### src/spi_frame_pkg.sv
package spi_frame_pkg;

    // frame sequencer states, one transfer per fs level.
    typedef enum logic [3:0] {
        IDLE    = 4'd0,
        WAIT_FS = 4'd1,
        START   = 4'd2,
        SHIFT   = 4'd3,
        TAIL    = 4'd4,
        STOP    = 4'd5,
        GAP     = 4'd6,
        DONE    = 4'd7
    } seq_state_t;

    // four system clocks make one sclk period.
    typedef enum logic [1:0] {
        PH_DRIVE = 2'd0, // mosi changes here.
        PH_RISE  = 2'd1,
        PH_HIGH  = 2'd2,
        PH_FALL  = 2'd3
    } phase_t;

endpackage

### src/spi_strobe_if.sv
`timescale 1ns/10ps

interface spi_strobe_if
    import spi_frame_pkg::*;
#(
    parameter int WIDTH = 16
);

    phase_t                     phase;   // position inside the current bit.
    logic [$clog2(WIDTH)-1:0]   bit_cnt; // bit index, 0 is the msb.

    logic frame_start;
    logic drive_bit;
    logic sclk_rise;
    logic sclk_fall;
    logic sample_a;
    logic sample_b;
    logic latch;
    logic frame_stop;
    logic clear;

    modport ctrl (
        output phase, bit_cnt,
        output frame_start, drive_bit, sclk_rise, sclk_fall,
        output sample_a, sample_b, latch, frame_stop, clear
    );

    modport line (input frame_start, drive_bit, sclk_rise, sclk_fall, frame_stop, clear);

    modport capture (input clear, sample_a, sample_b, latch);

endinterface

### src/spi_frame_ctrl.sv
`timescale 1ns/10ps

module spi_frame_ctrl
    import spi_frame_pkg::*;
#(
    parameter int WIDTH      = 16,
    parameter int GAP_CYCLES = 10
) (
    input  logic       clk,
    input  logic       rst,
    input  logic       fs,
    spi_strobe_if.ctrl strobes,
    output logic       cs,
    output logic       fd_spi,
    output logic       fd_prd,
    output logic       idle
);

    localparam int BW = $clog2(WIDTH);
    localparam int GW = (GAP_CYCLES > 1) ? $clog2(GAP_CYCLES) : 1;
    localparam logic [BW-1:0] LAST_BIT = BW'(WIDTH - 1);
    localparam logic [GW-1:0] LAST_GAP = GW'(GAP_CYCLES - 1);

    seq_state_t    state;
    seq_state_t    next_state;
    logic [GW-1:0] gap_cnt;
    logic          in_shift;
    logic          in_tail;
    logic          phase_end;

    assign in_shift  = (state == SHIFT);
    assign in_tail   = (state == TAIL);
    assign phase_end = (strobes.phase == PH_FALL);

    always_ff @(posedge clk or posedge rst) begin
        if (rst) begin
            state <= IDLE;
        end else begin
            state <= next_state;
        end
    end

    always_comb begin
        next_state = state;
        case (state)
            IDLE:    next_state = WAIT_FS;
            WAIT_FS: if (fs) next_state = START;
            START:   next_state = SHIFT;
            SHIFT:   if (phase_end && strobes.bit_cnt == LAST_BIT) next_state = TAIL;
            TAIL:    if (phase_end) next_state = STOP;
            STOP:    next_state = GAP;
            GAP:     if (gap_cnt == LAST_GAP) next_state = DONE;
            DONE:    if (!fs) next_state = WAIT_FS; // hold until fs drops.
            default: next_state = IDLE;
        endcase
    end

    // phase runs through shift and tail, bit index only advances in shift.
    always_ff @(posedge clk or posedge rst) begin
        if (rst) begin
            strobes.phase   <= PH_DRIVE;
            strobes.bit_cnt <= '0;
        end else if (in_shift || in_tail) begin
            strobes.phase <= phase_t'(strobes.phase + 2'd1);
            if (in_shift && phase_end) begin
                strobes.bit_cnt <= strobes.bit_cnt + 1'b1;
            end
        end else begin
            strobes.phase   <= PH_DRIVE;
            strobes.bit_cnt <= '0;
        end
    end

    always_ff @(posedge clk or posedge rst) begin
        if (rst) begin
            gap_cnt <= '0;
        end else if (state == GAP) begin
            gap_cnt <= gap_cnt + 1'b1;
        end else begin
            gap_cnt <= '0;
        end
    end

    always_ff @(posedge clk or posedge rst) begin
        if (rst) begin
            cs <= 1'b1;
        end else if (state == IDLE || state == STOP) begin
            cs <= 1'b1;
        end else if (state == START) begin
            cs <= 1'b0;
        end
    end

    // raised with cs, dropped one edge into done.
    always_ff @(posedge clk or posedge rst) begin
        if (rst) begin
            fd_spi <= 1'b0;
        end else if (state == IDLE || state == WAIT_FS || state == DONE) begin
            fd_spi <= 1'b0;
        end else if (state == STOP) begin
            fd_spi <= 1'b1;
        end
    end

    assign fd_prd = (state == DONE);
    assign idle   = (state == IDLE);

    assign strobes.frame_start = (state == START);
    assign strobes.drive_bit   = in_shift && (strobes.phase == PH_DRIVE);
    assign strobes.sclk_rise   = in_shift && (strobes.phase == PH_RISE);
    assign strobes.sclk_fall   = in_shift && phase_end;
    assign strobes.frame_stop  = (state == STOP);
    assign strobes.clear       = (state == IDLE) || (state == WAIT_FS);

    // bit 0 has nothing to sample yet, tail catches the last one.
    assign strobes.sample_a = (in_shift && strobes.phase == PH_DRIVE && strobes.bit_cnt != '0) ||
                              (in_tail && strobes.phase == PH_DRIVE);
    assign strobes.sample_b = (in_shift && strobes.phase == PH_HIGH && strobes.bit_cnt != '0) ||
                              (in_tail && strobes.phase == PH_HIGH);
    assign strobes.latch    = in_tail && phase_end;

endmodule

### src/spi_line_driver.sv
`timescale 1ns/10ps

module spi_line_driver #(
    parameter int WIDTH = 16
) (
    input  logic             clk,
    input  logic             rst,
    spi_strobe_if.line       strobes,
    input  logic [WIDTH-1:0] chip_txd,
    output logic             sclk,
    output logic             mosi
);

    logic [WIDTH-1:0] tx_shift;
    logic             line_idle;

    // lines rest low outside the bit times.
    assign line_idle = strobes.clear || strobes.frame_start || strobes.frame_stop;

    // word is taken once per frame.
    always_ff @(posedge clk) begin
        if (strobes.frame_start) begin
            tx_shift <= chip_txd;
        end else if (strobes.drive_bit) begin
            tx_shift <= {tx_shift[WIDTH-2:0], 1'b0};
        end
    end

    always_ff @(posedge clk or posedge rst) begin
        if (rst) begin
            mosi <= 1'b0;
        end else if (line_idle) begin
            mosi <= 1'b0;
        end else if (strobes.drive_bit) begin
            mosi <= tx_shift[WIDTH-1]; // msb first.
        end
    end

    always_ff @(posedge clk or posedge rst) begin
        if (rst) begin
            sclk <= 1'b0;
        end else if (line_idle || strobes.sclk_fall) begin
            sclk <= 1'b0;
        end else if (strobes.sclk_rise) begin
            sclk <= 1'b1;
        end
    end

endmodule

### src/spi_dual_capture.sv
`timescale 1ns/10ps

module spi_dual_capture #(
    parameter int WIDTH = 16
) (
    input  logic             clk,
    input  logic             rst,
    spi_strobe_if.capture    strobes,
    input  logic             idle,
    input  logic             miso,
    output logic [WIDTH-1:0] chip_rxda,
    output logic [WIDTH-1:0] chip_rxdb
);

    logic [WIDTH-1:0] word_a; // sampled in the low half of sclk.
    logic [WIDTH-1:0] word_b; // sampled in the high half.

    always_ff @(posedge clk) begin
        if (strobes.clear) begin
            word_a <= '0;
        end else if (strobes.sample_a) begin
            word_a <= {word_a[WIDTH-2:0], miso};
        end
    end

    always_ff @(posedge clk) begin
        if (strobes.clear) begin
            word_b <= '0;
        end else if (strobes.sample_b) begin
            word_b <= {word_b[WIDTH-2:0], miso};
        end
    end

    // results stay put until the next frame finishes.
    always_ff @(posedge clk or posedge rst) begin
        if (rst) begin
            chip_rxda <= '0;
            chip_rxdb <= '0;
        end else if (idle) begin
            chip_rxda <= '0;
            chip_rxdb <= '0;
        end else if (strobes.latch) begin
            chip_rxda <= word_a;
            chip_rxdb <= word_b;
        end
    end

endmodule

### src/spi_frame_top.sv
`timescale 1ns/10ps

module spi_frame_top #(
    parameter int WIDTH      = 16,
    parameter int GAP_CYCLES = 10
) (
    input  logic             clk,
    input  logic             rst,
    input  logic             fs,
    input  logic             miso,
    input  logic [WIDTH-1:0] chip_txd,
    output logic             fd_spi,
    output logic             fd_prd,
    output logic             sclk,
    output logic             mosi,
    output logic             cs,
    output logic [WIDTH-1:0] chip_rxda,
    output logic [WIDTH-1:0] chip_rxdb
);

    logic idle;

    spi_strobe_if #(.WIDTH(WIDTH)) strobes ();

    spi_frame_ctrl #(
        .WIDTH      (WIDTH),
        .GAP_CYCLES (GAP_CYCLES)
    ) spi_frame_ctrl_i (
        .clk     (clk),
        .rst     (rst),
        .fs      (fs),
        .strobes (strobes.ctrl),
        .cs      (cs),
        .fd_spi  (fd_spi),
        .fd_prd  (fd_prd),
        .idle    (idle)
    );

    spi_line_driver #(
        .WIDTH (WIDTH)
    ) spi_line_driver_i (
        .clk      (clk),
        .rst      (rst),
        .strobes  (strobes.line),
        .chip_txd (chip_txd),
        .sclk     (sclk),
        .mosi     (mosi)
    );

    spi_dual_capture #(
        .WIDTH (WIDTH)
    ) spi_dual_capture_i (
        .clk       (clk),
        .rst       (rst),
        .strobes   (strobes.capture),
        .idle      (idle),
        .miso      (miso),
        .chip_rxda (chip_rxda),
        .chip_rxdb (chip_rxdb)
    );

endmodule

### config.mk
export PLATFORM = sky130hd
export DESIGN_NAME = spi_frame_top
export DESIGN_NICKNAME = d
export VERILOG_FILES = /design/src/spi_frame_pkg.sv /design/src/spi_strobe_if.sv /design/src/spi_frame_ctrl.sv /design/src/spi_line_driver.sv /design/src/spi_dual_capture.sv /design/src/spi_frame_top.sv
export SDC_FILE = /design/constraint.sdc
export NUM_CORES = 1
export LEC_CHECK = 0
export BUFFER_PORTS_ARGS = -buffer_cell sky130_fd_sc_hd__buf_4
export CAP_MARGIN = 30
export CORE_UTILIZATION = 60
export DETAILED_ROUTE_END_ITERATION = 10
export PLACE_DENSITY = 0.83
export SETUP_SLACK_MARGIN = 0.15
export SYNTH_ARGS = -nofsm -noshare
export SYNTH_HDL_FRONTEND = slang
export SYNTH_SLANG_ARGS = --single-unit
### constraint.sdc
create_clock -name clk -period 3.8 [get_ports clk]
set_input_delay 0.57 -clock clk [delete_from_list [all_inputs] [get_ports clk]]
set_output_delay 0.57 -clock clk [all_outputs]
set_load 0.01 [all_outputs]
==> impl_metrics.env <==
export IMPL_yosysSeqAreaShare=0.590
export IMPL_clk_latency_ns=0.37
export IMPL_gp_congestion=0.804
export IMPL_drt_iter0_markers=153
export IMPL_reg2reg_slack_ns=1.60
export IMPL_synth_ff_type="dfrtp_1"
export IMPL_switching_share=0.342
export IMPL_startpoint="spi_frame_ctrl_i.state[0]"
export IMPL_status="complete, no violations"
export IMPL_nFillCells=423
export IMPL_antenna_found_initial=0
export IMPL_maxSlewHeadroom=0.547
export IMPL_root_buffer="clkbuf_8"
export IMPL_dp_hpwl_um=4950
export IMPL_period_needed_ns=2.20
export IMPL_critPathLaunchType="flop"
export IMPL_chipHeight_um=83.5
export IMPL_fp_dieW_um=83.5
export IMPL_ys_seq_elements=97
export IMPL_die_area_um2=6970
export IMPL_worstPathMaxFanout=8
export IMPL_fmax_mhz=454
export IMPL_setup_violations=0
export IMPL_finalCritPeriodShare=0.579
export IMPL_tightest_slew_ns=0.680
export IMPL_clk_pin_slew_ns=0.11
export IMPL_initial_core_util=0.624
export IMPL_internal_power_uw=1900
export IMPL_cts_htree_levels=3
export IMPL_cts_hold_buf=0
export IMPL_final_layout_size_suffix_gt1_frac=0.281
export IMPL_via_count=2552
export IMPL_drc=0
export IMPL_async_flop_share=0.505
export IMPL_skew_ns=0.00936
export IMPL_cts_tree="yes"
export IMPL_fin_area_um2=4690
export IMPL_switchingPower_uw=992
export IMPL_slew_viol_final=0
export IMPL_ir_worst_vdd_v=0.000460
export IMPL_coreArea_um2=6390
export IMPL_grt_usage=0.234
export IMPL_fin_nets=404
export IMPL_cts_path_max_buffers=2
export IMPL_crit_arrival_ns=2.44
export IMPL_numCtsBuffers=9
export IMPL_wl_per_cell_um=16.1
export IMPL_synth_edf_count=16
export IMPL_synth_cell_types=40
export IMPL_cts_setup_buffers=0
export IMPL_via_per_inst=5.62
export IMPL_ctsResizeCount=0
export IMPL_synth_area_leaders="dfrtp_1 (30%), dfxtp_1 (16%), edfxtp_1 (12%), mux2i_1 (8.5%), a22o_1 (7.0%)"
export IMPL_reg2regPathDepth=7
export IMPL_synth_top_cell_by_area="dfrtp_1"
export IMPL_port_buffer_count=56
export IMPL_synth_top_cells_by_count="dfrtp_1 (48), nor2_1 (44), mux2i_1 (34)"
export IMPL_required_ns=4.04
export IMPL_drtAntennaViolNets=0
export IMPL_leakagePower_uw=0.00232
export IMPL_syn_avg_cell_area_um2=12.6
export IMPL_criticalPathCategory="reg2reg"
export IMPL_endpoint="spi_frame_ctrl_i.state[2]"
export IMPL_hold_path_class="in2async"
export IMPL_synth_most_common_cell="dfrtp_1"
export IMPL_end_kind="flop"
export IMPL_overflow=0
export IMPL_syn_to_final_growth_pct=17.7
export IMPL_num_antenna_cells=0
export IMPL_grt_start_max_net_pins=34
export IMPL_hold_violations=0
export IMPL_first_global_vias=2645
export IMPL_synth_area_um2=3980
export IMPL_yosys_area_top_type_share=0.302
export IMPL_power_frac_comb=0.295
export IMPL_setup_tns_ns=0
export IMPL_clkPwrFrac=0.248
export IMPL_power_share_sequential=0.456
export IMPL_cap_viol_max_count=0
export IMPL_synthCells=316
export IMPL_power_density_nw_per_um2=618
export IMPL_grt_pass1_wl_um=12800
export IMPL_dpl_instance_area_um2=4470
export IMPL_rsz0062_at_grt="false"
export IMPL_drt_pass1_iterations=4
export IMPL_rows=29
export IMPL_reg2reg_to="spi_frame_ctrl_i.state[2]"
export IMPL_cts_sinks=97
export IMPL_timing_rr_start="spi_frame_ctrl_i.state[0]"
export IMPL_yosysWarnings=0
export IMPL_pin_count=57
export IMPL_wl_um=7310
export IMPL_synth_nets=348
[state kept, by name (all words and copies together), names as in the netlist]
name,count
spi_dual_capture_i.chip_rxda,16
spi_dual_capture_i.chip_rxdb,16
spi_dual_capture_i.word_a,16
spi_dual_capture_i.word_b,16
spi_line_driver_i.tx_shift,16
spi_frame_ctrl_i.gap_cnt,4
spi_frame_ctrl_i.strobes.bit_cnt,4
spi_frame_ctrl_i.state,3
spi_frame_ctrl_i.strobes.phase,2
spi_frame_ctrl_i.cs,1
spi_frame_ctrl_i.fd_spi,1
spi_line_driver_i.mosi,1
spi_line_driver_i.sclk,1
[area by class of cell]
class / count / area (um^2) / share of cell area
clock buffers: 9 / 124 / 0.0264
clock inverters: 7 / 95.1 / 0.0203
inverters: 10 / 37.5 / 0.00800
multi-input cells: 192 / 1500 / 0.320
flip-flops and latches: 97 / 2350 / 0.501
well taps: 77 / 96.3 / 0.0205
repair buffers: 62 / 485 / 0.104
[power groups by stage]
stage	Clock, uW	Sequential (uW)	Combinational [uW]
2_1_floorplan	0	1320	681
3_3_place_gp	0	1340	826
3_5_place_dp	0	1340	857
4_1_cts	728	1320	859
5_1_grt	775	1340	944
6_report	719	1320	855
[routing by layer]
layer  GRT usage  up-vias  part of all wire
met5           0        -                 0
met4      0.0832        0             0.012
met3      0.0584        8             0.059
met2       0.355       76              0.48
met1       0.330     1242              0.45
li1            -     1226                 -
[stage by stage]
stage	setup slack, ns	hold WS (ns)	cells	utilization	power, uW
2_1_floorplan	1.92	0.456	316	-	2000
5_1_grt	1.45	0.241	454	0.734	3060
3_5_place_dp	1.62	0.480	438	0.700	2200
6_report	1.60	0.209	454	0.734	2900
4_1_cts	1.60	0.213	454	0.734	2910
3_3_place_gp	1.65	0.470	436	0.695	2160
[cell usage in the layout (no fill, tap or decap), types with 2 or more instances in the layout]
master,count
dfrtp_1,48
inv_2,2
o21ai_1,2
clkbuf_8,9
edfxtp_1,16
a211oi_1,2
nand2_1,7
o22ai_2,2
inv_1,8
nor2_1,43
o21ai_0,3
inv_6,2
dfxtp_1,32
mux2_2,15
xor2_1,3
mux2i_1,34
buf_4,60
nand2_4,2
ha_1,12
nor3b_1,3
nor2b_1,2
o32ai_1,2
nand3_1,4
a22o_1,32
and2_1,2
xnor2_1,2
inv_8,2
a21oi_1,6
[worst min path at each step]
stage                             startpoint                                to  slack [ns]  cells past startpoint
2_1_floorplan  spi_dual_capture_i.word_b[15]  spi_dual_capture_i.chip_rxdb[15]        0.46                      1
3_3_place_gp   spi_dual_capture_i.word_a[15]  spi_dual_capture_i.chip_rxda[15]        0.47                      1
3_5_place_dp   spi_dual_capture_i.word_a[15]  spi_dual_capture_i.chip_rxda[15]        0.48                      1
4_1_cts                                  rst  spi_dual_capture_i.chip_rxdb[15]        0.21                      2
5_1_grt                                  rst   spi_dual_capture_i.chip_rxda[7]        0.24                      2
6_report                                 rst  spi_dual_capture_i.chip_rxdb[15]        0.21                      2
[kinds of logic (layout without fill, tap and decap cells)]
group	after synthesis	after routing	share of synthesized area
simple gates	71	71	0.0835
compound gates	54	54	0.112
flops	97	97	0.590
mux	50	50	0.131
buf+inv	27	88	0.0349
fa+ha+maj	12	12	0.0377
xor+xnor	5	5	0.0110
[critical path, cell delays in order (launching register included)]
cell and delay [ns]:
dfrtp_1 0.47, inv_1 0.10, ha_1 0.31, mux2i_2 0.34, o22ai_2 0.14, a2111oi_4 0.37
nor3b_1 0.24, o21ai_0 0.11
No activity file was read; power rests on OpenSTA's default activity.
